[src/rtl/cpu_pkg.sv]
// Opcode enum, instruction field positions, register constants and field decode functions.
package cpu_pkg;

	////////////////////////////////////////////////////////////////////////////
	// Widths.
	////////////////////////////////////////////////////////////////////////////

	localparam int INS_BITS = 16;	// Instruction word.
	localparam int REG_BITS = 4;	// Register select.

	// Field positions inside the instruction word.
	localparam int OPCODE_MSB  = 15;
	localparam int OPCODE_LSB  = 12;
	localparam int VARIANT_BIT = 8;	// Link, store or poke.
	localparam int DEST_MSB    = 7;
	localparam int DEST_LSB    = 4;
	localparam int SRC_MSB     = 3;
	localparam int SRC_LSB     = 0;

	// Special registers.
	localparam logic [REG_BITS-1:0] R0            = 4'd0;	// Hardwired zero that never causes a hazard.
	localparam logic [REG_BITS-1:0] LINK_REGISTER = 4'd15;

	////////////////////////////////////////////////////////////////////////////
	// Opcodes.
	////////////////////////////////////////////////////////////////////////////

	// Values 7 to 15 are unassigned and decode as a NOP.
	typedef enum logic [3:0] {
		OP_NOP         = 4'd0,
		OP_ALU_SINGLE  = 4'd1,
		OP_ALU_REG_REG = 4'd2,
		OP_ALU_REG_IMM = 4'd3,
		OP_BRANCH      = 4'd4,
		OP_LOAD_STORE  = 4'd5,
		OP_PEEK_POKE   = 4'd6
	} opcode_t;

	////////////////////////////////////////////////////////////////////////////
	// Field extraction.
	////////////////////////////////////////////////////////////////////////////

	function automatic opcode_t opcode_from_ins(input logic [INS_BITS-1:0] ins);
		return opcode_t'(ins[OPCODE_MSB:OPCODE_LSB]);
	endfunction

	function automatic logic [REG_BITS-1:0] reg_dest_from_ins(input logic [INS_BITS-1:0] ins);
		return ins[DEST_MSB:DEST_LSB];
	endfunction

	function automatic logic [REG_BITS-1:0] reg_src_from_ins(input logic [INS_BITS-1:0] ins);
		return ins[SRC_MSB:SRC_LSB];
	endfunction

	// Link for a branch, store for load/store, poke for peek/poke.
	function automatic logic variant_from_ins(input logic [INS_BITS-1:0] ins);
		return ins[VARIANT_BIT];
	endfunction

endpackage

[src/rtl/cpu_hazard.sv]
// Hazard comparison, stall counter and issue grant for slot p0.
module cpu_hazard
	import cpu_pkg::*;
#(
	parameter int PIPE_DEPTH = 3
) (
	input  logic                                CLK,
	input  logic                                RSTb,

	input  logic                                is_executing,
	input  logic                                ins_valid,

	input  logic [REG_BITS-1:0]                 reg_a_sel,	// Slot reads.
	input  logic [REG_BITS-1:0]                 reg_b_sel,
	input  logic                                is_branch,

	input  logic [PIPE_DEPTH-1:0][REG_BITS-1:0] hazard_regs,	// In-flight writes.
	input  logic [PIPE_DEPTH-1:0]               flag_bits,

	output logic                                issue,
	output logic                                ins_ready,
	output logic                                stall,
	output logic                                stall_start,
	output logic                                stall_end
);

	localparam int                  CNT_BITS   = $clog2(PIPE_DEPTH + 1);
	localparam logic [CNT_BITS-1:0] STALL_LOAD = CNT_BITS'(PIPE_DEPTH);

	typedef enum logic {
		IDLE,
		STALLING
	} stall_state_t;

	stall_state_t        state;
	logic [CNT_BITS-1:0] count;
	logic                hazard;

	////////////////////////////////////////////////////////////////////////////
	// Hazard detection.
	////////////////////////////////////////////////////////////////////////////

	always_comb begin
		hazard = 1'b0;
		for (int i = 0; i < PIPE_DEPTH; i++) begin
			if (reg_a_sel != R0 && reg_a_sel == hazard_regs[i])
				hazard = 1'b1;
			if (reg_b_sel != R0 && reg_b_sel == hazard_regs[i])
				hazard = 1'b1;
			if (is_branch && flag_bits[i])
				hazard = 1'b1;	// Branch waits for pending flags.
		end
	end

	////////////////////////////////////////////////////////////////////////////
	// Stall counter.
	////////////////////////////////////////////////////////////////////////////

	always_ff @(posedge CLK) begin
		if (!RSTb) begin
			state <= IDLE;
			count <= '0;
		end else begin
			case (state)
				IDLE: if (hazard) begin
					state <= STALLING;
					count <= STALL_LOAD;
				end
				STALLING: if (is_executing) begin
					count <= count - 1'b1;
					if (count == CNT_BITS'(1))
						state <= IDLE;	// Last bubble goes in this cycle.
				end
				default: state <= IDLE;
			endcase
		end
	end

	assign stall       = (count != '0);
	assign stall_start = (count == STALL_LOAD);
	assign stall_end   = (count == CNT_BITS'(1));

	// Grant only when the pipeline moves and the slot is clean.
	assign ins_ready = is_executing && state == IDLE && !hazard;
	assign issue     = ins_valid && ins_ready;

	a_no_ready_in_stall : assert property (
		@(posedge CLK) disable iff (!RSTb) stall |-> !ins_ready
	) else $error("Issue granted during a stall.");

	a_count_bound : assert property (
		@(posedge CLK) disable iff (!RSTb) count <= STALL_LOAD
	) else $error("Stall count above pipeline depth.");

endmodule

[src/rtl/cpu_hazard_top.sv]
// Top level joining the slot decoder, the stage tracker and the hazard unit.
module cpu_hazard_top
	import cpu_pkg::*;
#(
	parameter int PIPE_DEPTH = 3
) (
	input  logic                CLK,
	input  logic                RSTb,

	input  logic                is_executing,
	input  logic                ins_valid,
	input  logic [INS_BITS-1:0] instruction,

	output logic                ins_ready,
	output logic                stall,
	output logic                stall_start,
	output logic                stall_end,
	output logic [REG_BITS-1:0] hazard_reg0,	// Slot write, for observation.
	output logic                modifies_flags0
);

	logic [REG_BITS-1:0]                 reg_a_sel;
	logic [REG_BITS-1:0]                 reg_b_sel;
	logic                                is_branch;
	logic                                issue;
	logic [PIPE_DEPTH-1:0][REG_BITS-1:0] hazard_regs;
	logic [PIPE_DEPTH-1:0]               flag_bits;

	cpu_ins_decode cpu_ins_decode_inst (
		.instruction     (instruction),
		.reg_a_sel       (reg_a_sel),
		.reg_b_sel       (reg_b_sel),
		.hazard_reg0     (hazard_reg0),
		.modifies_flags0 (modifies_flags0),
		.is_branch       (is_branch)
	);

	cpu_hazard_track #(.PIPE_DEPTH(PIPE_DEPTH)) cpu_hazard_track_inst (
		.CLK             (CLK),
		.RSTb            (RSTb),
		.is_executing    (is_executing),
		.issue           (issue),
		.hazard_reg0     (hazard_reg0),
		.modifies_flags0 (modifies_flags0),
		.hazard_regs     (hazard_regs),
		.flag_bits       (flag_bits)
	);

	cpu_hazard #(.PIPE_DEPTH(PIPE_DEPTH)) cpu_hazard_inst (
		.CLK          (CLK),
		.RSTb         (RSTb),
		.is_executing (is_executing),
		.ins_valid    (ins_valid),
		.reg_a_sel    (reg_a_sel),
		.reg_b_sel    (reg_b_sel),
		.is_branch    (is_branch),
		.hazard_regs  (hazard_regs),
		.flag_bits    (flag_bits),
		.issue        (issue),
		.ins_ready    (ins_ready),
		.stall        (stall),
		.stall_start  (stall_start),
		.stall_end    (stall_end)
	);

endmodule

[src/rtl/cpu_hazard_track.sv]
// Delay line carrying hazard registers and flag bits through the tracked pipeline stages.
module cpu_hazard_track
	import cpu_pkg::*;
#(
	parameter int PIPE_DEPTH = 3
) (
	input  logic                                CLK,
	input  logic                                RSTb,

	input  logic                                is_executing,	// Pipeline advances.
	input  logic                                issue,	// Slot instruction accepted.
	input  logic [REG_BITS-1:0]                 hazard_reg0,
	input  logic                                modifies_flags0,

	output logic [PIPE_DEPTH-1:0][REG_BITS-1:0] hazard_regs,	// Index 0 is stage 1.
	output logic [PIPE_DEPTH-1:0]               flag_bits
);

	////////////////////////////////////////////////////////////////////////////
	// Stage shift.
	////////////////////////////////////////////////////////////////////////////

	always_ff @(posedge CLK) begin
		if (!RSTb) begin
			hazard_regs <= '0;
			flag_bits   <= '0;
		end else if (is_executing) begin
			// A bubble enters when nothing issues.
			hazard_regs[0] <= issue ? hazard_reg0 : R0;
			flag_bits[0]   <= issue & modifies_flags0;

			for (int i = 1; i < PIPE_DEPTH; i++) begin
				hazard_regs[i] <= hazard_regs[i-1];
				flag_bits[i]   <= flag_bits[i-1];
			end
		end
	end

	////////////////////////////////////////////////////////////////////////////
	// Checks.
	////////////////////////////////////////////////////////////////////////////

	// A bubble leaves no pending write behind it.
	a_bubble_is_r0 : assert property (
		@(posedge CLK) disable iff (!RSTb)
		is_executing && !issue |=> hazard_regs[0] == R0 && !flag_bits[0]
	) else $error("Stage 1 holds a write after a bubble.");

endmodule

[src/rtl/cpu_ins_decode.sv]
// Slot instruction decoder for register reads, hazard register and flag write.
module cpu_ins_decode
	import cpu_pkg::*;
(
	input  logic [INS_BITS-1:0] instruction,	// Slot p0 instruction.

	output logic [REG_BITS-1:0] reg_a_sel,	// Destination field when it is read.
	output logic [REG_BITS-1:0] reg_b_sel,	// Source field when it is read.
	output logic [REG_BITS-1:0] hazard_reg0,	// Register this instruction writes.
	output logic                modifies_flags0,
	output logic                is_branch
);

	opcode_t             opcode;
	logic [REG_BITS-1:0] dest;
	logic [REG_BITS-1:0] src;
	logic                variant;

	assign opcode  = opcode_from_ins(instruction);
	assign dest    = reg_dest_from_ins(instruction);
	assign src     = reg_src_from_ins(instruction);
	assign variant = variant_from_ins(instruction);

	////////////////////////////////////////////////////////////////////////////
	// Read and write rules.
	////////////////////////////////////////////////////////////////////////////

	always_comb begin
		// Defaults describe a NOP.
		reg_a_sel       = R0;
		reg_b_sel       = R0;
		hazard_reg0     = R0;
		modifies_flags0 = 1'b0;
		is_branch       = 1'b0;

		unique case (opcode)
			OP_ALU_SINGLE: begin
				reg_b_sel       = src;
				hazard_reg0     = src;	// Source doubles as destination.
				modifies_flags0 = 1'b1;
			end
			OP_ALU_REG_REG: begin
				reg_a_sel       = dest;
				reg_b_sel       = src;
				hazard_reg0     = dest;
				modifies_flags0 = 1'b1;
			end
			OP_ALU_REG_IMM: begin
				reg_a_sel       = dest;
				hazard_reg0     = dest;
				modifies_flags0 = 1'b1;
			end
			OP_BRANCH: begin
				reg_b_sel   = src;
				is_branch   = 1'b1;
				hazard_reg0 = variant ? LINK_REGISTER : R0;	// Only a link writes.
			end
			OP_LOAD_STORE, OP_PEEK_POKE: begin
				reg_b_sel = src;
				if (variant) begin
					// Store or poke reads the data register and writes nothing.
					reg_a_sel = dest;
				end else begin
					hazard_reg0 = dest;
				end
			end
			default: begin
				// NOP and unassigned opcodes keep the defaults.
			end
		endcase
	end

endmodule

[config.mk]
export PLATFORM = sky130hd
export DESIGN_NAME = cpu_hazard_top
export DESIGN_NICKNAME = d
export VERILOG_FILES = /design/src/rtl/cpu_pkg.sv /design/src/rtl/cpu_hazard.sv /design/src/rtl/cpu_hazard_top.sv /design/src/rtl/cpu_hazard_track.sv /design/src/rtl/cpu_ins_decode.sv
export SDC_FILE = /design/constraint.sdc
export NUM_CORES = 1
export LEC_CHECK = 0
export BUFFER_PORTS_ARGS = -buffer_cell sky130_fd_sc_hd__buf_2
export CAP_MARGIN = 20
export CORE_MARGIN = 3
export CORE_UTILIZATION = 55
export DETAILED_ROUTE_END_ITERATION = 8
export MAX_ROUTING_LAYER = met4
export PLACE_DENSITY = 0.79
export SLEW_MARGIN = 20
export SYNTH_ARGS = -nofsm -noshare
export SYNTH_HDL_FRONTEND = slang
export SYNTH_SLANG_ARGS = --single-unit
[constraint.sdc]
create_clock -name CLK -period 6.58 [get_ports CLK]
set_input_delay 1.316 -clock CLK [delete_from_list [all_inputs] [get_ports CLK]]
set_output_delay 1.316 -clock CLK [all_outputs]
set_load 0.02 [all_outputs]
; ---- Word level (Yosys, flattened, before mapping)
; Index checks and enable logic that the tools add are counted.
[word_totals]
regBits = 18
out_inout_bits = 9
[op_classes]
addsub = 1
eq_ne = 16
muxes = 25
n_bitwise = 2
reduce_logical = 21
[ops]
columns = cell, count
row1 = 4-bit == test, 6
row2 = 4-bit 2-to-1 mux, 5
row3 = 4-bit case mux with 4 select lines, 1
row4 = 1-bit 2-to-1 mux, 14
row5 = "4-bit by 3-bit == test with 1-bit output, second input constant", 3
row6 = 1-bit logical AND, 12
row7 = "4-bit by 2-bit == test with 1-bit output, second input constant", 2
row8 = 4-bit case mux with 2 select lines, 1
row9 = 4-bit nonzero test, 2
row10 = 5-bit OR reduction, 1
row11 = "4-bit by 1-bit == test with 1-bit output, second input constant", 1
row12 = 2-bit 2-to-1 mux, 2
row13 = 2-bit case mux with 2 select lines, 1
row14 = 2-bit OR reduction, 2
row15 = 3-bit OR reduction, 1
row16 = "2-bit by 1-bit == test with 1-bit output, second input constant", 1
row17 = "2-bit == test, second input constant", 1
row18 = "2-bit by 1-bit inequality test with 1-bit output, second input constant", 1
row19 = "2-bit inequality test, second input constant", 1
row20 = 1-bit case mux with 2 select lines, 1
row21 = 2-bit AND reduction, 1
row22 = 2-bit nonzero test, 1
row23 = "2-bit by 1-bit subtractor with 2-bit output, second input constant", 1
row24 = 1-bit bitwise AND, 1
row25 = other kinds (2), 2

; ---- Longest topological paths before layout
; Gate-level depths: netlist of the first run.
[logic_depth]
ltp_word = 18
depth_mapped = 8

; ---- Cells and area by module
; From an unflattened synthesis of the first run, not the netlist that was laid out.
[unflattened]
cells_unflattened = 148
area_unflattened_um2 = 1287.5
[modules_own_cells]
columns = module, n_inst, cells_per_inst, area_each_um2, seq_area_each_um2
row1 = cpu_hazard_track, 1, 54, 575.6, 300.3
row2 = cpu_hazard, 1, 62, 480.5, 60.1
row3 = cpu_ins_decode, 1, 32, 231.5, 0.0

; ---- Worst setup path after synthesis of the first run
; OpenSTA, ideal clock, no wires.
[synth_path]
path_type = input-to-output
from = in instruction[13]
to = out ins_ready
t_arrival_ns = 3.048
slack_ns = 2.216
stages = 8
path_buffers = 2
cell_sequence = buf_4 > or3_4 > and2_4 > buf_6 > a22oi_1 > o22a_2 > o21ai_4 > nor3b_1
[synth_via]
elab_chain_cells = 16
word_cells_on_any_way = 40
cone_classes = 12 x eq/ne / 12 x mux / 16 x reduce/logical
[synth_lines]
columns = element, line
row1 = from (decl), cpu_hazard_top.sv:12  ; input logic [INS_BITS-1:0] instruction,
row2 = 4-bit by 3-bit == test with 1-bit output / 4-bit by 2-bit == test with 1-bit output (equally long branches), cpu_ins_decode.sv:36  ; unique case (opcode)
row3 = 2-bit OR reduction (on tied branches), --
row4 = 4-bit case mux with 2 select lines, cpu_ins_decode.sv:36
row5 = 4-bit == test / 4-bit nonzero test (equally long branches), cpu_hazard.sv:46  ; if (reg_a_sel != R0 && reg_a_sel == hazard_regs[i])
row6 = 1-bit logical AND, cpu_hazard.sv:46
row7 = 1-bit 2-to-1 mux, cpu_hazard.sv:46
row8 = 1-bit 2-to-1 mux, cpu_hazard.sv:48  ; if (reg_b_sel != R0 && reg_b_sel == hazard_regs[i])
row9 = 1-bit 2-to-1 mux, cpu_hazard.sv:50  ; if (is_branch && flag_bits[i])
row10 = 1-bit 2-to-1 mux, cpu_hazard.sv:46
row11 = 1-bit 2-to-1 mux, cpu_hazard.sv:48
row12 = 1-bit 2-to-1 mux, cpu_hazard.sv:50
row13 = 1-bit 2-to-1 mux, cpu_hazard.sv:46
row14 = 1-bit 2-to-1 mux, cpu_hazard.sv:48
row15 = 1-bit 2-to-1 mux (*), cpu_hazard.sv:50
row16 = 1-bit zero test (*), cpu_hazard.sv:84  ; assign ins_ready = is_executing && state == IDLE && !hazard;
row17 = 1-bit logical AND (*), cpu_hazard.sv:84
row18 = to (decl), cpu_hazard_top.sv:14  ; output logic ins_ready,
; Every way passes the cells marked *; elsewhere a longest branch is shown, timed or not.

; ---- Worst setup path in the final report of the first run
[layout_path]
from = in instruction[6]
to = out ins_ready
[layout_via]
elab_chain_cells = 15
word_cells_on_any_way = 20
cone_classes = 3 x eq/ne / 11 x mux / 6 x reduce/logical
[layout_lines]
columns = element, line
row1 = 4-bit 2-to-1 mux, cpu_ins_decode.sv:60  ; if (variant) begin
row2 = 4-bit case mux with 2 select lines (*), cpu_ins_decode.sv:36
row3 = 4-bit == test / 4-bit nonzero test (equally long branches), cpu_hazard.sv:46
row4 = 1-bit logical AND, cpu_hazard.sv:46
row5 = 1-bit 2-to-1 mux, cpu_hazard.sv:46
row6 = 1-bit 2-to-1 mux, cpu_hazard.sv:48
row7 = 1-bit 2-to-1 mux, cpu_hazard.sv:50
row8 = 1-bit 2-to-1 mux, cpu_hazard.sv:46
row9 = 1-bit 2-to-1 mux, cpu_hazard.sv:48
row10 = 1-bit 2-to-1 mux, cpu_hazard.sv:50
row11 = 1-bit 2-to-1 mux (*), cpu_hazard.sv:46
row12 = 1-bit 2-to-1 mux (*), cpu_hazard.sv:48
row13 = 1-bit 2-to-1 mux (*), cpu_hazard.sv:50
row14 = 1-bit zero test (*), cpu_hazard.sv:84
row15 = 1-bit logical AND (*), cpu_hazard.sv:84
; Marks and branches as above.

==> results.sh, run 1 <==
export IMPL_outcome="complete, no violations"
export IMPL_grt_pass1_vias=1333
export IMPL_dpl_cell_area_um2=1650
export IMPL_synth_edff_count=0
export IMPL_dp_cells=224
export IMPL_clock_power_share=0.254
export IMPL_routedWlPerCell_um=16.2
export IMPL_final_common_cell="buf_2"
export IMPL_crit_path_top_delay_cell="a221oi_4"
export IMPL_root_buffer="clkbuf_4"
export IMPL_crit_family="compound AO/OA/AOI/OAI gates"
export IMPL_finalHoldViolCount=0
export IMPL_ir_worst_vdd_uv=197
export IMPL_clock_sinks=18
export IMPL_arrival_ns=3.06
export IMPL_swShare=0.320
export IMPL_syn_nets=212
export IMPL_area_growth_pct=6.31
export IMPL_fin_skew_ns=0.00151
export IMPL_track_usage=0.232
export IMPL_rows=18
export IMPL_core_um2=2610
export IMPL_first_iter_violations=117
export IMPL_hold_path_class="reg -> reg"
export IMPL_portBuffers=25
export IMPL_stdcell_area_um2=1690
export IMPL_power_uw=262
export IMPL_cts_path_max_buffers=2
export IMPL_dr_pass1_iters=4
export IMPL_synth_area_per_cell_um2=8.39
export IMPL_p_per_area_nw_per_um2=156
export IMPL_overflow=0
export IMPL_postCtsSetupRepairBufs=0
export IMPL_cts_resized_gates=0
export IMPL_cts_tree="built"
export IMPL_syn_cell_area_um2=1590
export IMPL_synth_area_top_cells="dfxtp_1 (23%), xnor2_1 (7.7%), mux2i_1 (6.3%)"
export IMPL_io_pins=29
export IMPL_holdBufCountCts=0
export IMPL_clk_latency_ns=0.29
export IMPL_crit_path_frequent_cell="buf_2"
export IMPL_gp_congestion=0.874
export IMPL_leakage_nw=0.620
export IMPL_setup_violations_final=0
export IMPL_internal_power_uw=178
export IMPL_rsz0062_at_grt="false"
export IMPL_h_tree_depth=1
export IMPL_clock_fmax_mhz=228
export IMPL_max_cap_viol_count=0
export IMPL_dp_hpwl_mm=2.80
export IMPL_tightestPinTransition_ns=0.584
export IMPL_start_util=0.607
export IMPL_ys_seq_elements=18
export IMPL_drc=0
export IMPL_die_width_um=59.7
export IMPL_path_max_fanout=9
export IMPL_die_height_um=59.7
export IMPL_netSwitchingPower_uw=84.0
export IMPL_num_antenna_cells=0
export IMPL_antenna_found_initial=0
export IMPL_rrSetupSlack_ns=4.58
export IMPL_via_count=1491
export IMPL_fin_tns_setup_ns=0
export IMPL_synth_cell_types=51
export IMPL_critical_path_class="in -> out"
export IMPL_synth_warnings=0
export IMPL_final_cell_count_no_fill=228
export IMPL_yosysTopAreaCell="dfxtp_1"
export IMPL_dieArea_um2=3570
export IMPL_ys_dominant_reg_cell="dfxtp_1"
export IMPL_cp_num_buf_inv=2
export IMPL_crit_chain="buf_2 -> nor2_1 -> a211oi_1 -> nor4_1 -> o22ai_1 -> a221oi_4 -> nor3b_1 -> buf_2"
export IMPL_cp_end_kind="primary output"
export IMPL_cts_buffers=3
export IMPL_final_cell_mix="buf_2 (25), dfxtp_1 (18), nand2_1 (16)"
export IMPL_post_route_util=0.646
export IMPL_cp_data_required_time_ns=5.26
export IMPL_max_slew_margin=0.605
export IMPL_grt_max_degree=18
export IMPL_vias_per_cell=6.54
export IMPL_drtAntennaViolNets=0
export IMPL_seqPwrFrac=0.445
export IMPL_power_frac_comb=0.301
export IMPL_worst_path_largest_cell_delay_ns=0.47
export IMPL_finalCritPeriodShare=0.665
export IMPL_seq_area_frac_synth=0.227
export IMPL_clk_pin_slew_ns=0.10
export IMPL_synthArstFlopShare=0
export IMPL_syn_inst=189
export IMPL_drt_wl_total_mm=3.69
export IMPL_synth_top_area_frac=0.227
export IMPL_min_period_ns=4.38
export IMPL_drv_slew=0
export IMPL_grt_pass1_wl_mm=6.22
export IMPL_cp_start_kind="input pin"
export IMPL_nets=222
export IMPL_drive_gt1_frac=0.182
[cell families (layout without fill, tap and decap cells)]
family | after synthesis | in the layout | synth area share
and+or+nand+nor | 70 | 70 | 0.267
AOI/OAI and AO/OA | 50 | 50 | 0.267
buffers and inverters | 23 | 32 | 0.0694
DFF | 18 | 18 | 0.227
xor gates and xnor gates | 15 | 15 | 0.0828
muxes | 10 | 10 | 0.0631
adders and majority gates | 3 | 3 | 0.0237
[layer usage]
layer / wire [um] / track usage / vias to the layer above
met5: 0 / - / -
met4: 41 / 0.0601 / 0
met3: 172 / 0.0130 / 6
met2: 1800 / 0.387 / 43
met1: 1680 / 0.304 / 713
li1: - / - / 729
[area by class of cell]
cell class	instances	area (um2)
Multi-Input combinational cell	148	1120
Tap cell	30	37.5
Sequential cell	18	360
Fill cell	242	926
Clock buffer	4	36.3
Timing Repair Buffer	25	125
Inverter	3	11.3
[power by group through the flow]
stage	sequential [mW]	clock (mW)	combinational [mW]
global placement	0.119	0	0.0761
floorplan	0.118	0	0.0629
global route	0.118	0.0736	0.0863
detailed placement	0.119	0	0.0781
finish	0.117	0.0666	0.0789
CTS	0.117	0.0677	0.0787
[path summary, 6_finish.rpt]
path	startpoint	endpoint	cells after the start
min reg2reg	cpu_hazard_track_inst.flag_bits[0]$_SDFFE_PN0P_	cpu_hazard_track_inst.flag_bits[0]$_SDFFE_PN0P_	2
max reg2reg	cpu_hazard_track_inst.hazard_regs[1]$_SDFFE_PN0P_	cpu_hazard_track_inst.hazard_regs[2]$_SDFFE_PN0P_	6
max	instruction[6]	ins_ready	8
min	cpu_hazard_track_inst.flag_bits[0]$_SDFFE_PN0P_	cpu_hazard_track_inst.flag_bits[0]$_SDFFE_PN0P_	2
[registers in the layout (all words and copies together), names as in the netlist]
name                               count
cpu_hazard_inst.count                  2
cpu_hazard_inst.state                  1
cpu_hazard_track_inst.flag_bits        3
cpu_hazard_track_inst.hazard_regs     12
[metrics by stage]
stage	hold WS [ns]	setup slack, ns
after global placement	0.471	2.27
after CTS	0.482	2.21
after detailed placement	0.467	2.21
final	0.479	2.20
after global routing	0.518	1.97
after floorplan	0.447	2.22
[tightest hold or removal path: cells and delay by family, from the launching register on]
kind | cells | cell delay (ns)
AOI/OAI and AO/OA | 1 | 0.05
DFF | 1 | 0.33
and+or+nand+nor | 1 | 0.06
[cell usage after synthesis (all sizes together), types with 2 or more instances]
| cell | instances |
|---|---|
| o21ai | 4 |
| nand2 | 16 |
| o211ai | 2 |
| dfxtp | 18 |
| a211oi | 6 |
| a31oi | 4 |
| ha | 3 |
| nor2b | 11 |
| nor4bb | 8 |
| o311a | 3 |
| buf | 9 |
| mux2i | 10 |
| nor2 | 8 |
| a22oi | 4 |
| nor4 | 5 |
| a31o | 4 |
| nand3 | 2 |
| nand3b | 2 |
| nor3 | 5 |
| xnor2 | 14 |
| inv | 3 |
| nand2b | 3 |
| a21oi | 2 |
| a221o | 4 |
| o31ai | 5 |
| clkbuf | 11 |
| o22ai | 3 |
| or2 | 2 |
(Power assumes the default switching activity.)
==> run 2, diff against run 1 <==
==> constraint.sdc (replaced) <==
create_clock -name CLK -period 4.4 [get_ports CLK]
set_input_delay 0.88 -clock CLK [delete_from_list [all_inputs] [get_ports CLK]]
set_output_delay 0.88 -clock CLK [all_outputs]
set_load 0.02 [all_outputs]
==> results.sh, run 2 (synthesized netlist as in run 1, its figures left out) <==
export IMPL_min_period_ns=3.52
export IMPL_die_height_um=59.7
export IMPL_start_util=0.607
export IMPL_via_count=1485
export IMPL_nets=222
export IMPL_drive_gt1_frac=0.182
export IMPL_core_um2=2610
export IMPL_fin_tns_setup_ns=0
export IMPL_clock_sinks=18
export IMPL_hold_end="cpu_hazard_track_inst.flag_bits[0]$_SDFFE_PN0P_"
export IMPL_routedWlPerCell_um=16.8
export IMPL_drv_slew=0
export IMPL_post_route_util=0.646
export IMPL_tightestPinTransition_ns=0.652
export IMPL_first_iter_violations=74
export IMPL_clk_latency_ns=0.30
export IMPL_dp_hpwl_mm=2.87
export IMPL_reg2reg_depth=6
export IMPL_path_max_fanout=9
export IMPL_max_cap_viol_count=0
export IMPL_final_common_cell="buf_2"
export IMPL_arrival_ns=2.64
export IMPL_dpl_cell_area_um2=1650
export IMPL_hold_path_class="reg -> reg"
export IMPL_ir_worst_vdd_uv=309
export IMPL_cp_end_kind="primary output"
export IMPL_hold_slack_ns=0.481
export IMPL_cp_data_required_time_ns=3.52
export IMPL_fin_skew_ns=0.00767
export IMPL_multi_input_area_um2=1120
export IMPL_post_place_ws_ns=0.913
export IMPL_p_per_area_nw_per_um2=233
export IMPL_critical_path_class="in -> out"
export IMPL_overflow=0
export IMPL_cts_resized_gates=0
export IMPL_cts_buffers=3
export IMPL_clk_pin_slew_ns=0.09
export IMPL_rrSetupSlack_ns=2.39
export IMPL_root_buffer="clkbuf_4"
export IMPL_fillCellCount=241
export IMPL_max_slew_margin=0.559
export IMPL_leakage_nw=0.620
export IMPL_cts_path_max_buffers=2
export IMPL_clock_fmax_mhz=284
export IMPL_die_width_um=59.7
export IMPL_drt_wl_total_mm=3.84
export IMPL_seq_area_um2=360
export IMPL_gp_congestion=0.873
export IMPL_grt_max_degree=18
export IMPL_dieArea_um2=3570
export IMPL_grt_pass1_vias=1376
export IMPL_drc=0
export IMPL_r2r_end="cpu_hazard_track_inst.flag_bits[0]$_SDFFE_PN0P_"
export IMPL_rows=18
export IMPL_cp_start_kind="input pin"
export IMPL_setup_violations_final=0
export IMPL_reg2reg_from="cpu_hazard_track_inst.hazard_regs[1]$_SDFFE_PN0P_"
export IMPL_holdBufCountCts=0
export IMPL_min_path_cells=2
export IMPL_largest_register="cpu_hazard_track_inst.hazard_regs"
export IMPL_vias_per_cell=6.51
export IMPL_portBuffers=25
export IMPL_dr_pass1_iters=4
export IMPL_num_antenna_cells=0
export IMPL_track_usage=0.245
export IMPL_h_tree_depth=1
export IMPL_io_pins=29
export IMPL_top_regs="cpu_hazard_track_inst.hazard_regs (12), cpu_hazard_track_inst.flag_bits (3), cpu_hazard_inst.count (2)"
export IMPL_largest_reg_flops=12
export IMPL_finalHoldViolCount=0
export IMPL_antenna_found_initial=0
export IMPL_worst_slack_ns=0.881
export IMPL_rsz0062_at_grt="false"
export IMPL_finalCritPeriodShare=0.800
export IMPL_stdcell_area_um2=1690
export IMPL_final_cell_mix="buf_2 (25), dfxtp_1 (18), nand2_1 (16)"
export IMPL_outcome="complete, no violations"
export IMPL_cts_tree="built"
export IMPL_area_growth_pct=6.31
export IMPL_postCtsSetupRepairBufs=0
export IMPL_min_from="cpu_hazard_track_inst.flag_bits[0]$_SDFFE_PN0P_"
export IMPL_drtAntennaViolNets=0
export IMPL_grt_pass1_wl_mm=6.44
-- run 2: cell counts in the layout (fill, tap and decap cells not counted) --
No cell type changed its count.
-- run 2: how the worst max path moves through the flow --
| stage | start | endpoint | slack [ns] | cells after the start |
|---|---|---|---|---|
| floorplan | instruction[13] | ins_ready | 0.91 | 8 |
| global placement | instruction[6] | ins_ready | 0.96 | 8 |
| detailed placement | instruction[12] | ins_ready | 0.91 | 8 |
| CTS | instruction[12] | ins_ready | 0.91 | 8 |
| global route | instruction[6] | ins_ready | 0.67 | 8 |
| finish | instruction[6] | ins_ready | 0.88 | 8 |
-- run 2: through the flow --
step | cells | power, mW
after floorplan | 189 | 0.270
after global placement | 224 | 0.292
after detailed placement | 224 | 0.296
after CTS | 228 | 0.396
after global routing | 228 | 0.417
final | 228 | 0.394
-- run 2: power by group --
group	leakage, nW	internal, mW	switching (mW)	total (mW)
clock	0.0210	0.0505	0.0499	0.100
combinational	0.453	0.0480	0.0702	0.118
sequential	0.146	0.168	0.00692	0.175
-- run 2: per-layer routing --
metal / up-vias / share of wire / global-route usage
li1: 729 / - / -
met1: 706 / 0.44 / 0.308
met2: 45 / 0.49 / 0.403
met3: 5 / 0.054 / 0.0194
met4: 0 / 0.014 / 0.101
met5: - / 0 / -
-- run 2: critical path, stage by stage --
cell      delay, ns
buf_2          0.15
nor2_1         0.28
a211oi_1       0.12
nor4_1         0.27
o22ai_1        0.18
a221oi_4       0.48
nor3b_1        0.10
buf_2          0.18
-- run 2: cell type report --
class	instances	share of cell area
well taps	30	0.0223
clock buffers	4	0.0215
inverters	3	0.00668
multi-input cells	148	0.662
repair buffers	25	0.0742
flip-flops and latches	18	0.214
